## src/source/imuPkg.sv

```systemverilog
// ############################################################
// Shared constants, types and command tables of the IMU poller
// Timing assumes a 50 MHz CLOCK_50
// Tables hold single register transactions only
// ############################################################

package imuPkg;

	// 7-bit bus addresses
	localparam logic [6:0] AccelAddr = 7'h53;
	localparam logic [6:0] GyroAddr = 7'h68;

	// 50 MHz / (4 * 31) is about 403 kHz SCL
	localparam int QuarterTicks = 31;
	localparam int QuarterWidth = $clog2(QuarterTicks);
	localparam logic [QuarterWidth-1:0] QuarterLast = QuarterWidth'(QuarterTicks - 1);

	// Delays counted in quarter ticks
	localparam logic [15:0] StartupTicks = 16'd250; // Sensor power-up margin
	localparam logic [15:0] IdleTicks = 16'd200;    // Gap between read sweeps

	localparam int InitCount = 9;
	localparam int ReadCount = 12;

	// One register transaction
	typedef struct packed {
		logic [6:0] devAddr;
		logic [7:0] regAddr;
		logic [7:0] wrData;  // Ignored on reads
		logic       read;
		logic [3:0] slot;    // Landing slot of a read byte
	} i2cCmd_t;

	typedef logic signed [15:0] axis_t;

	typedef struct packed {
		axis_t accelX;
		axis_t accelY;
		axis_t accelZ;
		axis_t gyroX;
		axis_t gyroY;
		axis_t gyroZ;
	} imuSample_t;

	// Configuration writes in bus order
	localparam i2cCmd_t InitTable [InitCount] = '{
		'{AccelAddr, 8'h2D, 8'h00, 1'b0, 4'd0}, // Power control cleared
		'{AccelAddr, 8'h2D, 8'h16, 1'b0, 4'd0},
		'{AccelAddr, 8'h2D, 8'h08, 1'b0, 4'd0}, // Measure mode
		'{AccelAddr, 8'h31, 8'h08, 1'b0, 4'd0}, // Data format
		'{AccelAddr, 8'h2C, 8'h08, 1'b0, 4'd0}, // Output rate
		'{GyroAddr, 8'h62, 8'h00, 1'b0, 4'd0},
		'{GyroAddr, 8'h21, 8'h04, 1'b0, 4'd0},
		'{GyroAddr, 8'h22, 8'h1E, 1'b0, 4'd0},
		'{GyroAddr, 8'h23, 8'h00, 1'b0, 4'd0}
	};

	// Even slot is the low byte and the next odd slot the high byte of one axis
	localparam i2cCmd_t ReadTable [ReadCount] = '{
		'{AccelAddr, 8'h32, 8'h00, 1'b1, 4'd0},
		'{AccelAddr, 8'h33, 8'h00, 1'b1, 4'd1},
		'{AccelAddr, 8'h34, 8'h00, 1'b1, 4'd2},
		'{AccelAddr, 8'h35, 8'h00, 1'b1, 4'd3},
		'{AccelAddr, 8'h36, 8'h00, 1'b1, 4'd4},
		'{AccelAddr, 8'h37, 8'h00, 1'b1, 4'd5},
		'{GyroAddr, 8'h1E, 8'h00, 1'b1, 4'd6},  // Gyro X low
		'{GyroAddr, 8'h1D, 8'h00, 1'b1, 4'd7},
		'{GyroAddr, 8'h20, 8'h00, 1'b1, 4'd8},
		'{GyroAddr, 8'h1F, 8'h00, 1'b1, 4'd9},
		'{GyroAddr, 8'h22, 8'h00, 1'b1, 4'd10},
		'{GyroAddr, 8'h21, 8'h00, 1'b1, 4'd11}
	};

endpackage

```

## src/source/i2cBitTimer.sv

```systemverilog
// ############################################################
// Quarter-period tick for the bus and a loadable delay counter
// Delay of N ticks ends with one waitDone pulse
// Only one delay may run at a time
// ############################################################

module i2cBitTimer (
	input  logic        CLOCK_50,
	input  logic        rst,
	input  logic        waitLoad,
	input  logic [15:0] waitTicks,
	output logic        quarterTick,
	output logic        waitDone
);

	logic [imuPkg::QuarterWidth-1:0] preCount; // Prescaler
	logic [15:0] waitCount;                     // Remaining ticks
	logic        waitBusy;

	// Free running prescaler
	always_ff @(posedge CLOCK_50)
	begin
		if (rst)
		begin
			preCount <= '0;
			quarterTick <= 1'b0;
		end
		else if (preCount == imuPkg::QuarterLast)
		begin
			preCount <= '0;
			quarterTick <= 1'b1;
		end
		else
		begin
			preCount <= preCount + 1'b1;
			quarterTick <= 1'b0;
		end
	end

	// Delay counter stepped by the tick
	always_ff @(posedge CLOCK_50)
	begin
		if (rst)
		begin
			waitCount <= '0;
			waitBusy <= 1'b0;
			waitDone <= 1'b0;
		end
		else
		begin
			waitDone <= 1'b0;
			if (waitLoad)
			begin
				waitCount <= waitTicks;
				waitBusy <= 1'b1;
			end
			else if (waitBusy && quarterTick)
			begin
				if (waitCount <= 16'd1) // Zero length ends on the first tick
				begin
					waitBusy <= 1'b0;
					waitDone <= 1'b1;
				end
				else
					waitCount <= waitCount - 16'd1;
			end
		end
	end

	// Sequencer must wait for waitDone before loading again
	loadWhileIdle: assert property (@(posedge CLOCK_50) disable iff (rst)
		waitLoad |-> !waitBusy)
		else $error("waitLoad while a delay is running");

endmodule

```

## src/source/i2cByteEngine.sv

```systemverilog
// ############################################################
// Runs one register write or register read as I2C master
// Each bit, start, restart and stop takes four quarter ticks
// cmd must stay stable while busy is high
// Open-drain outputs where 1 pulls the line low
// ############################################################

module i2cByteEngine (
	input  logic            CLOCK_50,
	input  logic            rst,
	input  logic            quarterTick,
	input  logic            start,
	input  imuPkg::i2cCmd_t cmd,
	input  logic            sdaIn,
	output logic            busy,
	output logic            done,
	output logic            nack,
	output logic [7:0]      rdData,
	output logic            sclLow,
	output logic            sdaLow
);

	typedef enum logic [3:0] {
		segIdle,
		segStart,
		segAddrW,   // Address with write bit
		segReg,
		segData,
		segRestart,
		segAddrR,   // Address with read bit
		segRead,
		segStop
	} seg_t;

	seg_t       seg;
	seg_t       nextSeg;
	logic [1:0] phase;    // Quarter within the current bit
	logic [3:0] bitCnt;   // 8 is the ACK bit
	logic       nackFlag; // Sticky for the transaction
	logic [7:0] rxShift;
	logic [7:0] txByte;
	logic       sdaDrive;
	logic       lastBit;
	logic       bitSeg;

	assign busy = (seg != segIdle);
	assign rdData = rxShift;
	assign lastBit = (bitCnt == 4'd8);
	assign bitSeg = seg inside {segAddrW, segReg, segData, segAddrR, segRead};

	// Byte sent in the current segment
	always_comb
	begin
		case (seg)
			segAddrW: txByte = {cmd.devAddr, 1'b0};
			segReg:   txByte = cmd.regAddr;
			segData:  txByte = cmd.wrData;
			segAddrR: txByte = {cmd.devAddr, 1'b1};
			default:  txByte = 8'hFF;
		endcase
	end

	// SDA level set while SCL is low
	always_comb
	begin
		case (seg)
			segStop:  sdaDrive = 1'b1; // Low so the stop can rise
			segStart, segRestart, segRead: sdaDrive = 1'b0;
			default:  sdaDrive = !lastBit && !txByte[3'd7 - bitCnt[2:0]]; // MSB first, ACK released
		endcase
	end

	// Segment after the current one ends
	always_comb
	begin
		case (seg)
			segStart:   nextSeg = segAddrW;
			segAddrW:   nextSeg = nackFlag ? segStop : segReg;
			segReg:     nextSeg = nackFlag ? segStop : (cmd.read ? segRestart : segData);
			segData:    nextSeg = segStop;
			segRestart: nextSeg = segAddrR;
			segAddrR:   nextSeg = nackFlag ? segStop : segRead;
			segRead:    nextSeg = segStop;
			default:    nextSeg = segIdle;
		endcase
	end

	always_ff @(posedge CLOCK_50)
	begin
		if (rst)
		begin
			seg <= segIdle;
			phase <= 2'd0;
			bitCnt <= 4'd0;
			nackFlag <= 1'b0;
			sclLow <= 1'b0;
			sdaLow <= 1'b0;
			done <= 1'b0;
			nack <= 1'b0;
		end
		else
		begin
			done <= 1'b0;
			nack <= 1'b0;
			if (seg == segIdle)
			begin
				if (start)
				begin
					seg <= segStart;
					phase <= 2'd0;
					bitCnt <= 4'd0;
					nackFlag <= 1'b0;
				end
			end
			else if (quarterTick)
			begin
				phase <= phase + 2'd1;
				case (phase)
					2'd0: sdaLow <= sdaDrive; // SCL is low here
					2'd1: sclLow <= 1'b0;     // SCL rises
					2'd2:
					begin
						// Middle of SCL high
						if (seg == segStart || seg == segRestart)
							sdaLow <= 1'b1;   // Start condition
						else if (seg == segStop)
							sdaLow <= 1'b0;   // Stop condition
						else if (lastBit && seg != segRead)
							nackFlag <= nackFlag | sdaIn;
					end
					default:
					begin
						if (seg == segStop)
						begin
							seg <= segIdle;   // Bus left released
							done <= 1'b1;
							nack <= nackFlag;
						end
						else
						begin
							sclLow <= 1'b1;
							if (bitSeg && !lastBit)
								bitCnt <= bitCnt + 4'd1;
							else
							begin
								bitCnt <= 4'd0;
								seg <= nextSeg;
							end
						end
					end
				endcase
			end
		end
	end

	// Read data sampled at the SCL high midpoint
	always_ff @(posedge CLOCK_50)
	begin
		if (quarterTick && phase == 2'd2 && seg == segRead && !lastBit)
			rxShift <= {rxShift[6:0], sdaIn};
	end

	noStartAtDone: assert property (@(posedge CLOCK_50) disable iff (rst)
		!(done && start))
		else $error("start issued in the done cycle");

	// SDA may move under a high SCL only as start or stop
	sdaStableHigh: assert property (@(posedge CLOCK_50) disable iff (rst)
		(sdaLow != $past(sdaLow) && !sclLow) |-> seg inside {segStart, segRestart, segStop})
		else $error("SDA changed while SCL high");

endmodule

```

## src/source/imuSequencer.sv

```systemverilog
// ############################################################
// Walks the configuration table once and the read table forever
// A NACK aborts the sweep and forces configuration after idle
// One transaction in flight at a time
// ############################################################

module imuSequencer (
	input  logic            CLOCK_50,
	input  logic            rst,
	input  logic            busy,
	input  logic            done,
	input  logic            nack,
	input  logic            waitDone,
	output logic            start,
	output logic            storeByte,
	output logic            commit,
	output logic            busError,
	output logic            waitLoad,
	output logic [15:0]     waitTicks,
	output imuPkg::i2cCmd_t cmd,
	output logic [3:0]      slot
);

	typedef enum logic [1:0] {
		startupWait,
		configure,
		readSweep,
		idleWait
	} seqState_t;

	seqState_t  state;
	logic [3:0] index;      // Table position
	logic       issued;     // Start sent and done pending
	logic       needConfig; // Set by a NACK
	logic       waitArm;    // Delay still to be loaded
	logic       lastInit;
	logic       lastRead;

	assign lastInit = (index == 4'(imuPkg::InitCount - 1));
	assign lastRead = (index == 4'(imuPkg::ReadCount - 1));

	assign cmd = (state == configure) ? imuPkg::InitTable[index] : imuPkg::ReadTable[index];
	assign slot = cmd.slot;
	assign waitTicks = (state == startupWait) ? imuPkg::StartupTicks : imuPkg::IdleTicks;
	assign storeByte = (state == readSweep) && done && !nack; // Byte lands on this edge

	always_ff @(posedge CLOCK_50)
	begin
		if (rst)
		begin
			state <= startupWait;
			index <= 4'd0;
			issued <= 1'b0;
			needConfig <= 1'b0;
			waitArm <= 1'b1;
			start <= 1'b0;
			commit <= 1'b0;
			busError <= 1'b0;
			waitLoad <= 1'b0;
		end
		else
		begin
			start <= 1'b0;
			commit <= 1'b0;
			busError <= 1'b0;
			waitLoad <= 1'b0;
			case (state)
				startupWait, idleWait:
				begin
					if (waitArm)
					begin
						waitLoad <= 1'b1;
						waitArm <= 1'b0;
					end
					else if (waitDone)
					begin
						state <= (state == startupWait || needConfig) ? configure : readSweep;
						needConfig <= 1'b0;
						index <= 4'd0;
					end
				end
				default:
				begin
					if (!issued && !busy)
					begin
						start <= 1'b1;
						issued <= 1'b1;
					end
					else if (done)
					begin
						issued <= 1'b0;
						if (nack)
						begin
							busError <= 1'b1;  // Sweep dropped
							needConfig <= 1'b1;
							state <= idleWait;
							waitArm <= 1'b1;
						end
						else if (state == configure && lastInit)
						begin
							state <= readSweep; // Straight into the first sweep
							index <= 4'd0;
						end
						else if (state == readSweep && lastRead)
						begin
							commit <= 1'b1;
							state <= idleWait;
							waitArm <= 1'b1;
						end
						else
							index <= index + 4'd1;
					end
				end
			endcase
		end
	end

	// Engine must be idle whenever a transaction is launched
	startWhenIdle: assert property (@(posedge CLOCK_50) disable iff (rst)
		start |-> !busy)
		else $error("start while byte engine busy");

endmodule

```

## src/source/sampleStore.sv

```systemverilog
// ############################################################
// Byte slots for one sweep and the published sample
// sample changes only in the dataValid cycle
// ############################################################

module sampleStore (
	input  logic               CLOCK_50,
	input  logic               rst,
	input  logic               storeByte,
	input  logic [3:0]         slot,
	input  logic [7:0]         rdData,
	input  logic               commit,
	output imuPkg::imuSample_t sample,
	output logic               dataValid
);

	logic [7:0] slotMem [imuPkg::ReadCount]; // Low byte in even slots

	always_ff @(posedge CLOCK_50)
	begin
		if (storeByte)
			slotMem[slot] <= rdData;
	end

	// All six axes move together
	always_ff @(posedge CLOCK_50)
	begin
		if (rst)
		begin
			sample <= '0;
			dataValid <= 1'b0;
		end
		else
		begin
			dataValid <= commit;
			if (commit)
			begin
				sample.accelX <= {slotMem[1], slotMem[0]};
				sample.accelY <= {slotMem[3], slotMem[2]};
				sample.accelZ <= {slotMem[5], slotMem[4]};
				sample.gyroX <= {slotMem[7], slotMem[6]};
				sample.gyroY <= {slotMem[9], slotMem[8]};
				sample.gyroZ <= {slotMem[11], slotMem[10]};
			end
		end
	end

	// Commit follows the last slot write directly
	commitAfterLast: assert property (@(posedge CLOCK_50) disable iff (rst)
		commit |-> $past(storeByte && slot == 4'(imuPkg::ReadCount - 1)))
		else $error("commit without slot 11 write");

endmodule

```

## src/source/imuInterface.sv

```systemverilog
// ############################################################
// IMU poller top for accelerometer 53h and gyroscope 68h
// sclLow and sdaLow pull the lines low and need external pull-ups
// sdaIn is the resolved SDA line
// No back-pressure on dataValid
// ############################################################

module imuInterface (
	input  logic               CLOCK_50,
	input  logic               rst,
	input  logic               sdaIn,
	output logic               sclLow,
	output logic               sdaLow,
	output imuPkg::imuSample_t sample,
	output logic               dataValid,
	output logic               busError
);

	logic            quarterTick;
	logic            waitLoad;
	logic            waitDone;
	logic [15:0]     waitTicks;
	logic            start;
	logic            busy;
	logic            done;
	logic            nack;
	logic [7:0]      rdData;
	imuPkg::i2cCmd_t cmd;
	logic            storeByte;
	logic            commit;
	logic [3:0]      slot;

	i2cBitTimer bitTimer (
		.CLOCK_50    (CLOCK_50),
		.rst         (rst),
		.waitLoad    (waitLoad),
		.waitTicks   (waitTicks),
		.quarterTick (quarterTick),
		.waitDone    (waitDone)
	);

	i2cByteEngine byteEngine (
		.CLOCK_50    (CLOCK_50),
		.rst         (rst),
		.quarterTick (quarterTick),
		.start       (start),
		.cmd         (cmd),
		.sdaIn       (sdaIn),
		.busy        (busy),
		.done        (done),
		.nack        (nack),
		.rdData      (rdData),
		.sclLow      (sclLow),
		.sdaLow      (sdaLow)
	);

	imuSequencer sequencer (
		.CLOCK_50  (CLOCK_50),
		.rst       (rst),
		.busy      (busy),
		.done      (done),
		.nack      (nack),
		.waitDone  (waitDone),
		.start     (start),
		.storeByte (storeByte),
		.commit    (commit),
		.busError  (busError),
		.waitLoad  (waitLoad),
		.waitTicks (waitTicks),
		.cmd       (cmd),
		.slot      (slot)
	);

	sampleStore store (
		.CLOCK_50  (CLOCK_50),
		.rst       (rst),
		.storeByte (storeByte),
		.slot      (slot),
		.rdData    (rdData),
		.commit    (commit),
		.sample    (sample),
		.dataValid (dataValid)
	);

endmodule

```

## config.mk

```make
export PLATFORM = sky130hd
export DESIGN_NAME = imuInterface
export DESIGN_NICKNAME = d
export VERILOG_FILES = /design/src/source/imuPkg.sv /design/src/source/i2cBitTimer.sv /design/src/source/i2cByteEngine.sv /design/src/source/imuSequencer.sv /design/src/source/sampleStore.sv /design/src/source/imuInterface.sv
export SDC_FILE = /design/constraint.sdc
export NUM_CORES = 1
export LEC_CHECK = 0
export BUFFER_PORTS_ARGS = -buffer_cell sky130_fd_sc_hd__buf_2
export CORE_MARGIN = 2
export CORE_UTILIZATION = 55
export DETAILED_ROUTE_END_ITERATION = 7
export GPL_ROUTABILITY_DRIVEN = 0
export PLACE_DENSITY_LB_ADDON = 0.12
export SLEW_MARGIN = 20
export SYNTH_ARGS = -nofsm -noshare
export SYNTH_HDL_FRONTEND = slang
export SYNTH_SLANG_ARGS = --single-unit
```

## constraint.sdc

```tcl
create_clock -name CLOCK_50 -period 7.1 [get_ports CLOCK_50]
set_input_delay 0.355 -clock CLOCK_50 [delete_from_list [all_inputs] [get_ports CLOCK_50]]
set_output_delay 0.355 -clock CLOCK_50 [all_outputs]
set_load 0.05 [all_outputs]
```

* Word level (Yosys, flattened, before mapping)
Memories as Yosys holds them, arrays and structs flattened. A register that Yosys moved wholly into a read port is not among the register bits.
Index checks and enable logic that the tools add are counted.
** Storage, ports and cells
- Bits in registers :: 61
- Latch bits :: 0
- RAM bits :: 96
- Memory bits (read-only) :: 896
- Bits of input ports :: 3
- Memories kept :: 3
** Memories
- (no name shown) :: depth 16, width 28, read ports 1, clocked after Yosys merged registers in 0, wr ports 0, RTL line imuSequencer.sv:42 : assign cmd = (state == configure) ? imuPkg::InitTable[index] : imuPkg::ReadTable[index];
- (no name shown) :: depth 16, width 28, read ports 1, clocked after Yosys merged registers in 0, wr ports 0, RTL line imuSequencer.sv:42
- store.slotMem :: depth 12, width 8, read ports 12, clocked after Yosys merged registers in 12, wr ports 1, RTL line sampleStore.sv:17 : logic [7:0] slotMem [imuPkg::ReadCount];
** Operators by class
- $add $sub $neg :: 6
- Multiply operators :: 0
- Divide/modulo/power cells :: 0
- Magnitude comparators :: 3
- Equality and inequality tests :: 32
- Shifts and indexed selects :: 0
- Muxes and demuxes :: 88
- Bitwise operators :: 9
- Reduce and logical (&&, ||, !) cells :: 61
** Operators by type and width (count)
- $mux W28 :: 5
- $mux W4 :: 23
- $mux W16 :: 3
- $mux W1 :: 38
- $pmux W8 S4 :: 1
- $mux W2 :: 12
- $pmux W4 S6 :: 1
- $reduce_and A4 Y1 :: 5
- $reduce_bool A2 Y1 :: 9
- $eq A4 B3 Y1 const B :: 4
- $eq A4 B4 Y1 const B :: 4
- $le A16 B1 Y1 const B :: 1
- $sub A16 B1 Y16 const B :: 1
- $reduce_or A7 Y1 :: 2
- $logic_and A1 B1 Y1 :: 12
- $ne A2 B1 Y1 const B :: 6
- $reduce_and A6 Y1 :: 2
- $reduce_or A3 Y1 :: 4
- $reduce_and A5 Y1 :: 2
- $reduce_or A2 Y1 :: 5
- $add A4 B1 Y4 const B :: 2
- $eq A4 B2 Y1 const B :: 2
- $ne A2 B2 Y1 const B :: 4
- $reduce_and A2 Y1 :: 4
- other kinds (28) :: 47

* Depth between registers and ports, before layout
Gate-level depths: netlist of the first run.
- Depth after elaboration :: 13
- Gate-level depth with buffers :: 9
- Depth with buffers taken out :: 7

* By module
From an unflattened synthesis of the first run, not the netlist that was laid out.
** Unflattened totals
- Cell total of the unflattened synthesis :: 917
- Area total of the unflattened synthesis :: 10558.9 sq um
** By module, submodules not included
- sampleStore :: times used 1, cells each 426, area an instance 6401.1 sq um, sequential area each 4824.6 sq um
- i2cByteEngine :: times used 1, cells each 181, area an instance 1541.5 sq um, sequential area each 540.5 sq um
- i2cBitTimer :: times used 1, cells each 147, area an instance 1347.5 sq um, sequential area each 480.5 sq um
- imuSequencer :: times used 1, cells each 163, area an instance 1268.7 sq um, sequential area each 260.2 sq um

* Least setup slack after synthesis of the first run
Ideal clock, no wire load.
- Path type :: flip-flop to flip-flop
- Start :: reg sequencer.state[1]
- End :: mem store.slotMem[9][0], enable pin
- Library setup time :: 0.385 ns
- Arrival time :: 2.058 ns
- Path slack :: 4.657 ns
- Cell stages (with the launch flop) :: 8
- Cell sequence :: dfxtp_1 inv_1 ha_1 clkbuf_1 clkbuf_1 nor3_1 nand2_1 nor3b_1
** Between the ends
- Word-level cells in the longest chain between the ends :: 5
- Elaborated cells on any way between the ends :: 7
- Those cells by class :: 2 x eq/ne; 3 x mux; 2 x reduce/logical
** RTL lines
- start: declaration :: RTL line imuSequencer.sv:31 : seqState_t state;
- start signal: assignment :: RTL line imuSequencer.sv:51 : state <= startupWait;
- start signal: assignment :: RTL line imuSequencer.sv:77 : state <= (state == startupWait || needConfig) ? configure : readSweep;
- start signal: assignment :: RTL line imuSequencer.sv:96 : state <= idleWait;
- $eq A2 B2 Y1 :: RTL line imuSequencer.sv:45 : assign storeByte = (state == readSweep) && done && !nack;
- $logic_and A1 B1 Y1 (2 in a row) :: RTL line imuSequencer.sv:45
- $mux W1 :: RTL line sampleStore.sv:21 : if (storeByte)
- $mux W1 (not written as such) :: RTL line sampleStore.sv:22 : slotMem[slot] <= rdData;
- end: declaration :: RTL line sampleStore.sv:17
Several ways; a longest one is shown, not always the timed one.

* Worst setup path after layout of the first run
- Start :: reg sequencer.state[1]
- End :: mem store.slotMem[7][0], enable pin
The elaborated chain is that of the path after synthesis.

==> flow_summary.yaml, run 1 <==
detailed_routing:
  num_vias: 6582
  drt_first_pass_iters: 8
  totalWireLength_mm: 20.4
  viasPerCell: 5.64
  drcViolationCount: 0
  drtIter0Drc: 494
  final_antenna_net_count: 0
  wl_per_cell_um: 17.4
floorplan:
  start_util_pct: 56.3
  placementRows: 48
  fp.dieH_um: 137
  ioPinCount: 103
  die_x_um: 137
  dieArea_um2: 18900
  core-area_um2: 17400
global_route:
  grt_max_degree: 84
  first_global_vias: 6350
  grt_pass1_wl_mm: 32.1
  antenna_found_initial: 0
  grt-ovfl-total: 0
  grt_util_all_layers_pct: 21.5
synthesis:
  synth_top_area_cell: "edfxtp_1"
  syn_inst: 835
  synth_area_leaders: "edfxtp_1, dfxtp_1, mux2i_1, nor2_1, ha_1"
  post_synth_num_cell_types: 62
  syn_avg_cell_area_um2: 11.7
  ys_ff_latch: 253
  ys_async_sr_fraction_pct: 0
  synth_nets: 859
  seq_area_frac_synth_pct: 62.5
  yosys_warnings: 0
  yosys.area.top_type_share_pct: 32.0
  netlist_area_um2: 9770
  synth_edf_count: 104
  ys.flop_type: "dfxtp_1"
setup_path:
  critPathSlowestCell: "nor2_1"
  r2r_cells: 5
  crit_type: "flip-flop to flip-flop"
  cp-endpoint: "store.slotMem[7][0]"
  path_max_fanout: 21
  crit_path_start: "sequencer.state[1]"
  worstPathCellList: "inv_1 -> ha_1 -> nor3_1 -> nand3_1 -> nor2_1"
  timing.rr.end: "store.slotMem[7][0]"
  required_ns: 7.24
  cp-end-kind: "flip-flop"
  timing.reg2reg.setup_slack_ns: 4.58
  slowest_delay_ns: 0.67
  crit_arrival_ns: 2.66
  worst_r2r_startpoint: "sequencer.state[1]"
  start_kind: "flip-flop"
place:
  dpl.hpwl_mm: 13.4
  port_buffers: 102
sta:
  relSlewSlack_pct: 34.7
  slew_viol_final: 0
  tightest_slew_ns: 0.967
  hold_slack_ns: 0.0492
  clock.fmax_mhz: 397
  rsz0062_at_grt: "false"
  fin_setup_tns_ns: 0
  fin_crit_sh_pct: 35.5
  fin_skew_ns: 0.0111
  post-route-min-period_ns: 2.52
  setup_violations: 0
  final-hold-violation-count: 0
clock_network:
  cts.sinks: 253
  cts-buffers-inserted: 25
  clk_latency_ns: 0.52
  postCtsHoldBufs: 0
  post-cts-setup-buffers: 0
  clkSlewWorstSetupHoldPaths_ns: 0.06
  tritoncts: "built"
  h-tree-depth: 1
  cts_resized: 0
  clockRootBuffer: "clkbuf_16"
  clock_path_buffers: 3
worst_hold_path:
  hp-start: "sdaIn"
  min_path_cells: 1
  min_path_type: "input port to flip-flop"
final_layout:
  n_antenna_cell: 0
  layout_commonest_cell: "nor2_1"
  finalNetCount: 947
  final_util_pct: 65.0
  area_growth_pct: 15.5
  final_cell_mix: "nor2_1, dfxtp_1, edfxtp_1"
  drive_above_1_share_pct: 17.1
power_and_ir_drop:
  leakage_nw: 4.12
  power_density_nw_per_um2: 255
  vdd_ir_drop_max_mv: 0.191
flow_run:
  drv_cap: 0
status:
  outcome: "finished, final reports clean"
-- how the worst min path moves through the flow --
stage,to,slack (ns)
2_1_floorplan,bitTimer.preCount[0],0.43
3_3_place_gp,bitTimer.preCount[0],0.44
3_5_place_dp,bitTimer.preCount[0],0.45
4_1_cts,byteEngine.rdData[0],0.03
5_1_grt,byteEngine.rdData[0],0.03
6_report,byteEngine.rdData[0],0.05
-- routing by layer --
metal  GRT usage [%]  share of wire [%]  vias to the layer above
li1                -                  -                     3167
met2            36.9                 49                      222
met5               0                  0                        -
met4            6.47                2.7                        0
met1            27.9                 43                     3144
met3            3.72                5.5                       49
-- stage by stage --
step / worst slack, ns / cells / area (um^2) / total power, mW
floorplan: 4.66 / 835 / 9770 / 1.60
global placement: 4.44 / 1120 / 10400 / 1.61
detailed placement: 4.34 / 1120 / 10400 / 1.61
CTS: 4.31 / 1166 / 11300 / 2.90
global route: 4.33 / 1167 / 11300 / 2.97
finish: 4.58 / 1167 / 11300 / 2.88
-- cell families (layout without fill, tap and decap cells) --
family | Yosys count | count (layout) | synth area share (%)
multiplexers | 103 | 103 | 10.5
flip-flops | 253 | 253 | 62.5
AO/OA/AOI/OAI | 100 | 100 | 7.04
AND/OR/NAND/NOR | 279 | 279 | 13.5
XOR/XNOR | 14 | 14 | 1.25
adder cells (fa/ha/maj) | 21 | 21 | 2.69
buffers and inverters | 65 | 172 | 2.52
-- power by group --
part / switching [mW] / internal [mW]
Combinational: 0.0427 / 0.0209
Sequential: 0.00930 / 1.51
Clock: 0.533 / 0.767
-- cell usage after synthesis (12+ instances only) --
library cell,number
nand2b_1,12
ha_1,21
buf_1,15
nand3_1,13
inv_1,20
mux2i_1,103
nor2_1,153
a21oi_1,28
nand2_1,23
clkbuf_1,28
o21ai_0,12
dfxtp_1,149
edfxtp_1,104
nor3_1,17
-- state kept, by name (all words and copies together), names as in the netlist, 2 cells and up --
register	cells
sample	96
store.slotMem	96
bitTimer.waitCount	16
byteEngine.rdData	8
bitTimer.preCount	5
byteEngine.bitCnt	4
byteEngine.seg	4
sequencer.index	4
byteEngine.phase	2
sequencer.state	2
-- cell type report --
type,instances,area [um^2]
Clock buffer,36,739
Clock inverter,10,91.3
Fill cell,1314,6070
Inverter,20,75.1
Multi-Input combinational cell,517,3440
Sequential cell,253,6110
Tap cell,225,282
Timing Repair Buffer,106,556
-- worst max-delay path, delay by kind of cell (launching register included) --
family | cells | cell delay, ns
adder cells (fa/ha/maj) | 1 | 0.41
flip-flops | 1 | 0.38
AND/OR/NAND/NOR | 3 | 1.26
buffers and inverters | 1 | 0.09
No activity file was read; power rests on OpenSTA's default activity.
==> run 2, diff against run 1 <==
Settings changed: CORE_UTILIZATION 55 to 53.
Clock period 7.1 ns to 2.03 ns, I/O delays scaled along.
==> flow_summary.yaml, run 2 (synthesized netlist as in run 1, its figures left out) <==
global_route:
  grt_max_degree: 70
  grt_util_all_layers_pct: 21.2
  antenna_found_initial: 0
  grt_pass1_wl_mm: 33.9
  first_global_vias: 6653
  grt-ovfl-total: 0
final_layout:
  fin_area_um2: 12000
  nFillCells: 1355
  finalNetCount: 1004
  final_util_pct: 66.6
  n_antenna_cell: 0
  final_cell_mix: "nor2_1, dfxtp_1, edfxtp_1"
  largestRegisters: "sample x96, store.slotMem x96, bitTimer.waitCount x16"
  drive_above_1_share_pct: 25.5
  area_growth_pct: 22.8
  layout_commonest_cell: "nor2_1"
floorplan:
  dieArea_um2: 19500
  fp.dieH_um: 140
  core-area_um2: 18000
  ioPinCount: 103
  die_x_um: 140
  start_util_pct: 54.2
  placementRows: 49
setup_path:
  crit_arrival_ns: 2.36
  path_max_fanout: 4
  worst_r2r_startpoint: "bitTimer.waitCount[7]"
  crit_type: "flip-flop to flip-flop"
  critPathSlowestCell: "or4_4"
  start_kind: "flip-flop"
  required_ns: 2.43
  slowest_delay_ns: 0.57
  cp-end-kind: "flip-flop"
  worstPathCellList: "or4_4 -> buf_4 -> or2_2 -> nor4_2 -> xnor2_1 -> nor2_1"
  crit_path_start: "bitTimer.waitCount[7]"
detailed_routing:
  num_vias: 6764
  viasPerCell: 5.50
  final_antenna_net_count: 0
  drtIter0Drc: 491
  wl_per_cell_um: 17.3
  drt_first_pass_iters: 5
  totalWireLength_mm: 21.3
  drcViolationCount: 0
place:
  dpl.hpwl_mm: 14.3
  port_buffers: 102
  postPlaceCellArea_um2: 11000
clock_network:
  clk_latency_ns: 0.51
  clock_path_buffers: 3
  clockRootBuffer: "clkbuf_16"
  tritoncts: "built"
  h-tree-depth: 1
  cts.sinks: 253
  cts-buffers-inserted: 26
  clkSlewWorstSetupHoldPaths_ns: 0.06
power_and_ir_drop:
  power_density_nw_per_um2: 878
  leakage_nw: 4.46
  vdd_ir_drop_max_mv: 0.714
  power_mw: 10.5
flow_run:
  drv_cap: 0
worst_hold_path:
  min_path_type: "input port to flip-flop"
  hp-start: "sdaIn"
sta:
  fin_skew_ns: 0.00752
  fin_crit_sh_pct: 96.4
  tightest_slew_ns: 0.674
  hold_slack_ns: 0.330
  setup_violations: 0
  post-route-min-period_ns: 1.96
  relSlewSlack_pct: 55.0
  clock.fmax_mhz: 511
  slew_viol_final: 0
  final-hold-violation-count: 0
status:
  outcome: "finished, final reports clean"
==> run 2: cell types whose count changed in the layout (fill, tap and decap cells not counted), moves of 3 or more <==
cell,before,now
clkinvlp_4,0,3
nor2_1,153,143
dfxtp_1,148,142
buf_12,1,6
nor4_1,11,8
bufinv_16,1,4
nor2_2,0,10
buf_4,4,53
dfxtp_2,0,6
==> run 2: metrics by stage <==
step                      std cells  TNS, ns  worst slack (ns)
after CTS                      1229        0           0.00673
after global placement         1179        0            0.0273
final                          1229        0            0.0731
after global routing           1229  -0.0328           -0.0160
after detailed placement       1179  -0.0287           -0.0105
after floorplan                 835   -0.984           -0.0845
==> run 2: worst max-delay path: cells and delay by family, from the launching register on <==
| family | cells | cell delay (ns) |
|---|---|---|
| XOR/XNOR | 1 | 0.15 |
| AND/OR/NAND/NOR | 4 | 1.21 |
| flip-flops | 1 | 0.32 |
| buffers and inverters | 1 | 0.17 |
==> run 2: report_power, final <==
group | internal [mW] | switching [mW]
Sequential | 5.27 | 0.0307
Clock | 3.00 | 1.93
Combinational | 0.129 | 0.176
==> run 2: routing by layer <==
metal  share of wire, %  GRT usage, %  vias up  routed length [um]
li1                   -             -     3273                   -
met3                4.7          3.23       43                 989
met2                 50          36.7      193               10600
met5                  0             0        -                   0
met1                 44          27.8     3255                9250
met4                2.1          6.21        0                 443
==> run 2: what timing repair did <==
| item | 4_1_cts | 5_1_grt |
|---|---|---|
| setup buffers | 0 | 0 |
| gates resized for setup | 2 | 28 |
| hold buffers | 2 | 0 |
| endpoints found under the setup margin | 4 | 107 |
| pin swaps | 0 | 4 |
| endpoints found under the hold margin | 14 | 0 |
==> run 2: path summary, 6_finish.rpt <==
| kind | end | slack [ns] | cells after the start |
|---|---|---|---|
| worst min-delay path | byteEngine.rdData[0] | 0.33 | 2 |
| worst max register to register | bitTimer.waitCount[15] | 0.07 | 6 |
| worst max-delay path | bitTimer.waitCount[15] | 0.07 | 6 |
| worst min register to register | bitTimer.preCount[0] | 0.46 | 1 |
==> run 2: final cells by class <==
cell class              count  area (um^2)  area share (%)
well taps                 229          287            2.39
repair buffers            162         1040            8.69
inverters                  20         75.1           0.625
clock inverters            14          189            1.57
clock buffers              34          712            5.93
flip-flops and latches    253         6120            51.0
multi-input cells         517         3580            29.8
==> run 3, diff against run 2 <==
Settings changed: RECOVER_POWER set to 25.
==> flow_summary.yaml, run 3 (synthesized netlist as in run 1, its figures left out) <==
clock_network:
  clock_path_buffers: 3
  tritoncts: "built"
  clockRootBuffer: "clkbuf_16"
  cts.sinks: 253
  post-cts-setup-buffers: 0
  clk_latency_ns: 0.51
  clkSlewWorstSetupHoldPaths_ns: 0.06
  cts-buffers-inserted: 26
  h-tree-depth: 1
place:
  pre_cts_ws_ns: -0.0105
  dpl.hpwl_mm: 14.3
  port_buffers: 102
  postPlaceCellArea_um2: 11000
sta:
  clock.fmax_mhz: 511
  hold_slack_ns: 0.383
  final-hold-violation-count: 0
  relSlewSlack_pct: 28.2
  post-route-min-period_ns: 1.96
  tightest_slew_ns: 1.08
  fin_skew_ns: 0.00768
  fin_setup_tns_ns: 0
  slew_viol_final: 0
  setup_violations: 0
  fin_crit_sh_pct: 96.4
  setup_ws_ns: 0.0730
power_and_ir_drop:
  pwr-share-clk_pct: 46.8
  switching_power_mw: 2.14
  comb_power_share_pct: 2.9
  pwr-share-seq_pct: 50.3
  p_int_mw: 8.41
  p_sw_share_pct: 20.3
  leakage_nw: 4.45
  vdd_ir_drop_max_mv: 0.714
  power_mw: 10.5
  power_density_nw_per_um2: 879
setup_path:
  path_delay_family: "simple AND/OR/NAND/NOR gates"
  crit_arrival_ns: 2.36
  timing.critical_path.buf_inv: 1
  path_max_fanout: 4
  slowest_delay_ns: 0.57
  required_ns: 2.43
  cp-end-kind: "flip-flop"
  crit_type: "flip-flop to flip-flop"
  worstPathCellList: "or4_4 -> buf_4 -> or2_2 -> nor4_2 -> xnor2_1 -> nor2_1"
  start_kind: "flip-flop"
  critPathSlowestCell: "or4_4"
floorplan:
  ioPinCount: 103
  die_x_um: 140
  fp.dieH_um: 140
  start_util_pct: 54.2
  dieArea_um2: 19500
  placementRows: 49
  core-area_um2: 18000
detailed_routing:
  drcViolationCount: 0
  totalWireLength_mm: 21.3
  viasPerCell: 5.50
  wl_per_cell_um: 17.3
  drtIter0Drc: 482
  drt_first_pass_iters: 6
  final_antenna_net_count: 0
  num_vias: 6763
final_layout:
  largestRegisters: "sample x96, store.slotMem x96, bitTimer.waitCount x16"
  finalNetCount: 1004
  area_growth_pct: 22.7
  drive_above_1_share_pct: 25.3
  fin_area_um2: 12000
  final_cell_mix: "nor2_1, dfxtp_1, edfxtp_1"
  n_antenna_cell: 0
global_route:
  first_global_vias: 6653
  antenna_found_initial: 0
  grt_max_degree: 70
  grt-ovfl-total: 0
  grt_pass1_wl_mm: 33.9
  grt_util_all_layers_pct: 21.2
worst_hold_path:
  min_path_type: "input port to flip-flop"
status:
  outcome: "finished, final reports clean"
flow_run:
  drv_cap: 0
run 3: changes by cell type in the layout (fill, tap and decap cells not counted), sizes merged:
cell and change:
clkbuf +2, buf -2
run 3: timing repair:
item	4_1_cts	5_1_grt
gates resized for setup	2	28
endpoints found under the hold margin	14	0
hold buffers	2	0
setup endpoints to repair	4	107
pin swaps	0	4
run 3: worst paths after layout:
kind                              start                endpoint  slack (ns)  cells after the start
setup / recovery  bitTimer.waitCount[7]  bitTimer.waitCount[15]        0.07                      6
hold / removal                    sdaIn    byteEngine.rdData[0]        0.38                      2
setup reg to reg  bitTimer.waitCount[7]  bitTimer.waitCount[15]        0.07                      6
hold reg to reg    bitTimer.preCount[0]    bitTimer.preCount[0]        0.46                      1
run 3: area by class of cell:
class	count	area, um^2
Timing Repair Buffer	162	1040
Inverter	20	75.1
Fill cell	1354	6030
Multi-Input combinational cell	517	3580
Clock buffer	34	712
Tap cell	229	287
Sequential cell	253	6110
Clock inverter	14	189
run 3: power by group through the flow:
| stage | Combinational, mW | Clock, mW | Sequential [mW] |
|---|---|---|---|
| after global placement | 0.268 | 0 | 5.41 |
| after global routing | 0.335 | 5.21 | 5.31 |
| final | 0.304 | 4.93 | 5.31 |
| after CTS | 0.290 | 5.02 | 5.30 |
| after detailed placement | 0.279 | 0 | 5.41 |
| after floorplan | 0.195 | 0 | 5.40 |
run 3: layer usage:
layer  track usage (%)  wire [um]  vias up
met5                 0          0        -
met4              6.21        439        0
met3              3.23       1010       41
met2              36.7      10600      197
met1              27.8       9240     3251
li1                  -          -     3274
run 3: through the flow:
stage / instances / util (%)
after detailed placement: 1179 / 60.9
after global placement: 1179 / 60.9
after global routing: 1229 / 66.6
after floorplan: 835 / -
after CTS: 1229 / 66.0
final: 1229 / 66.6
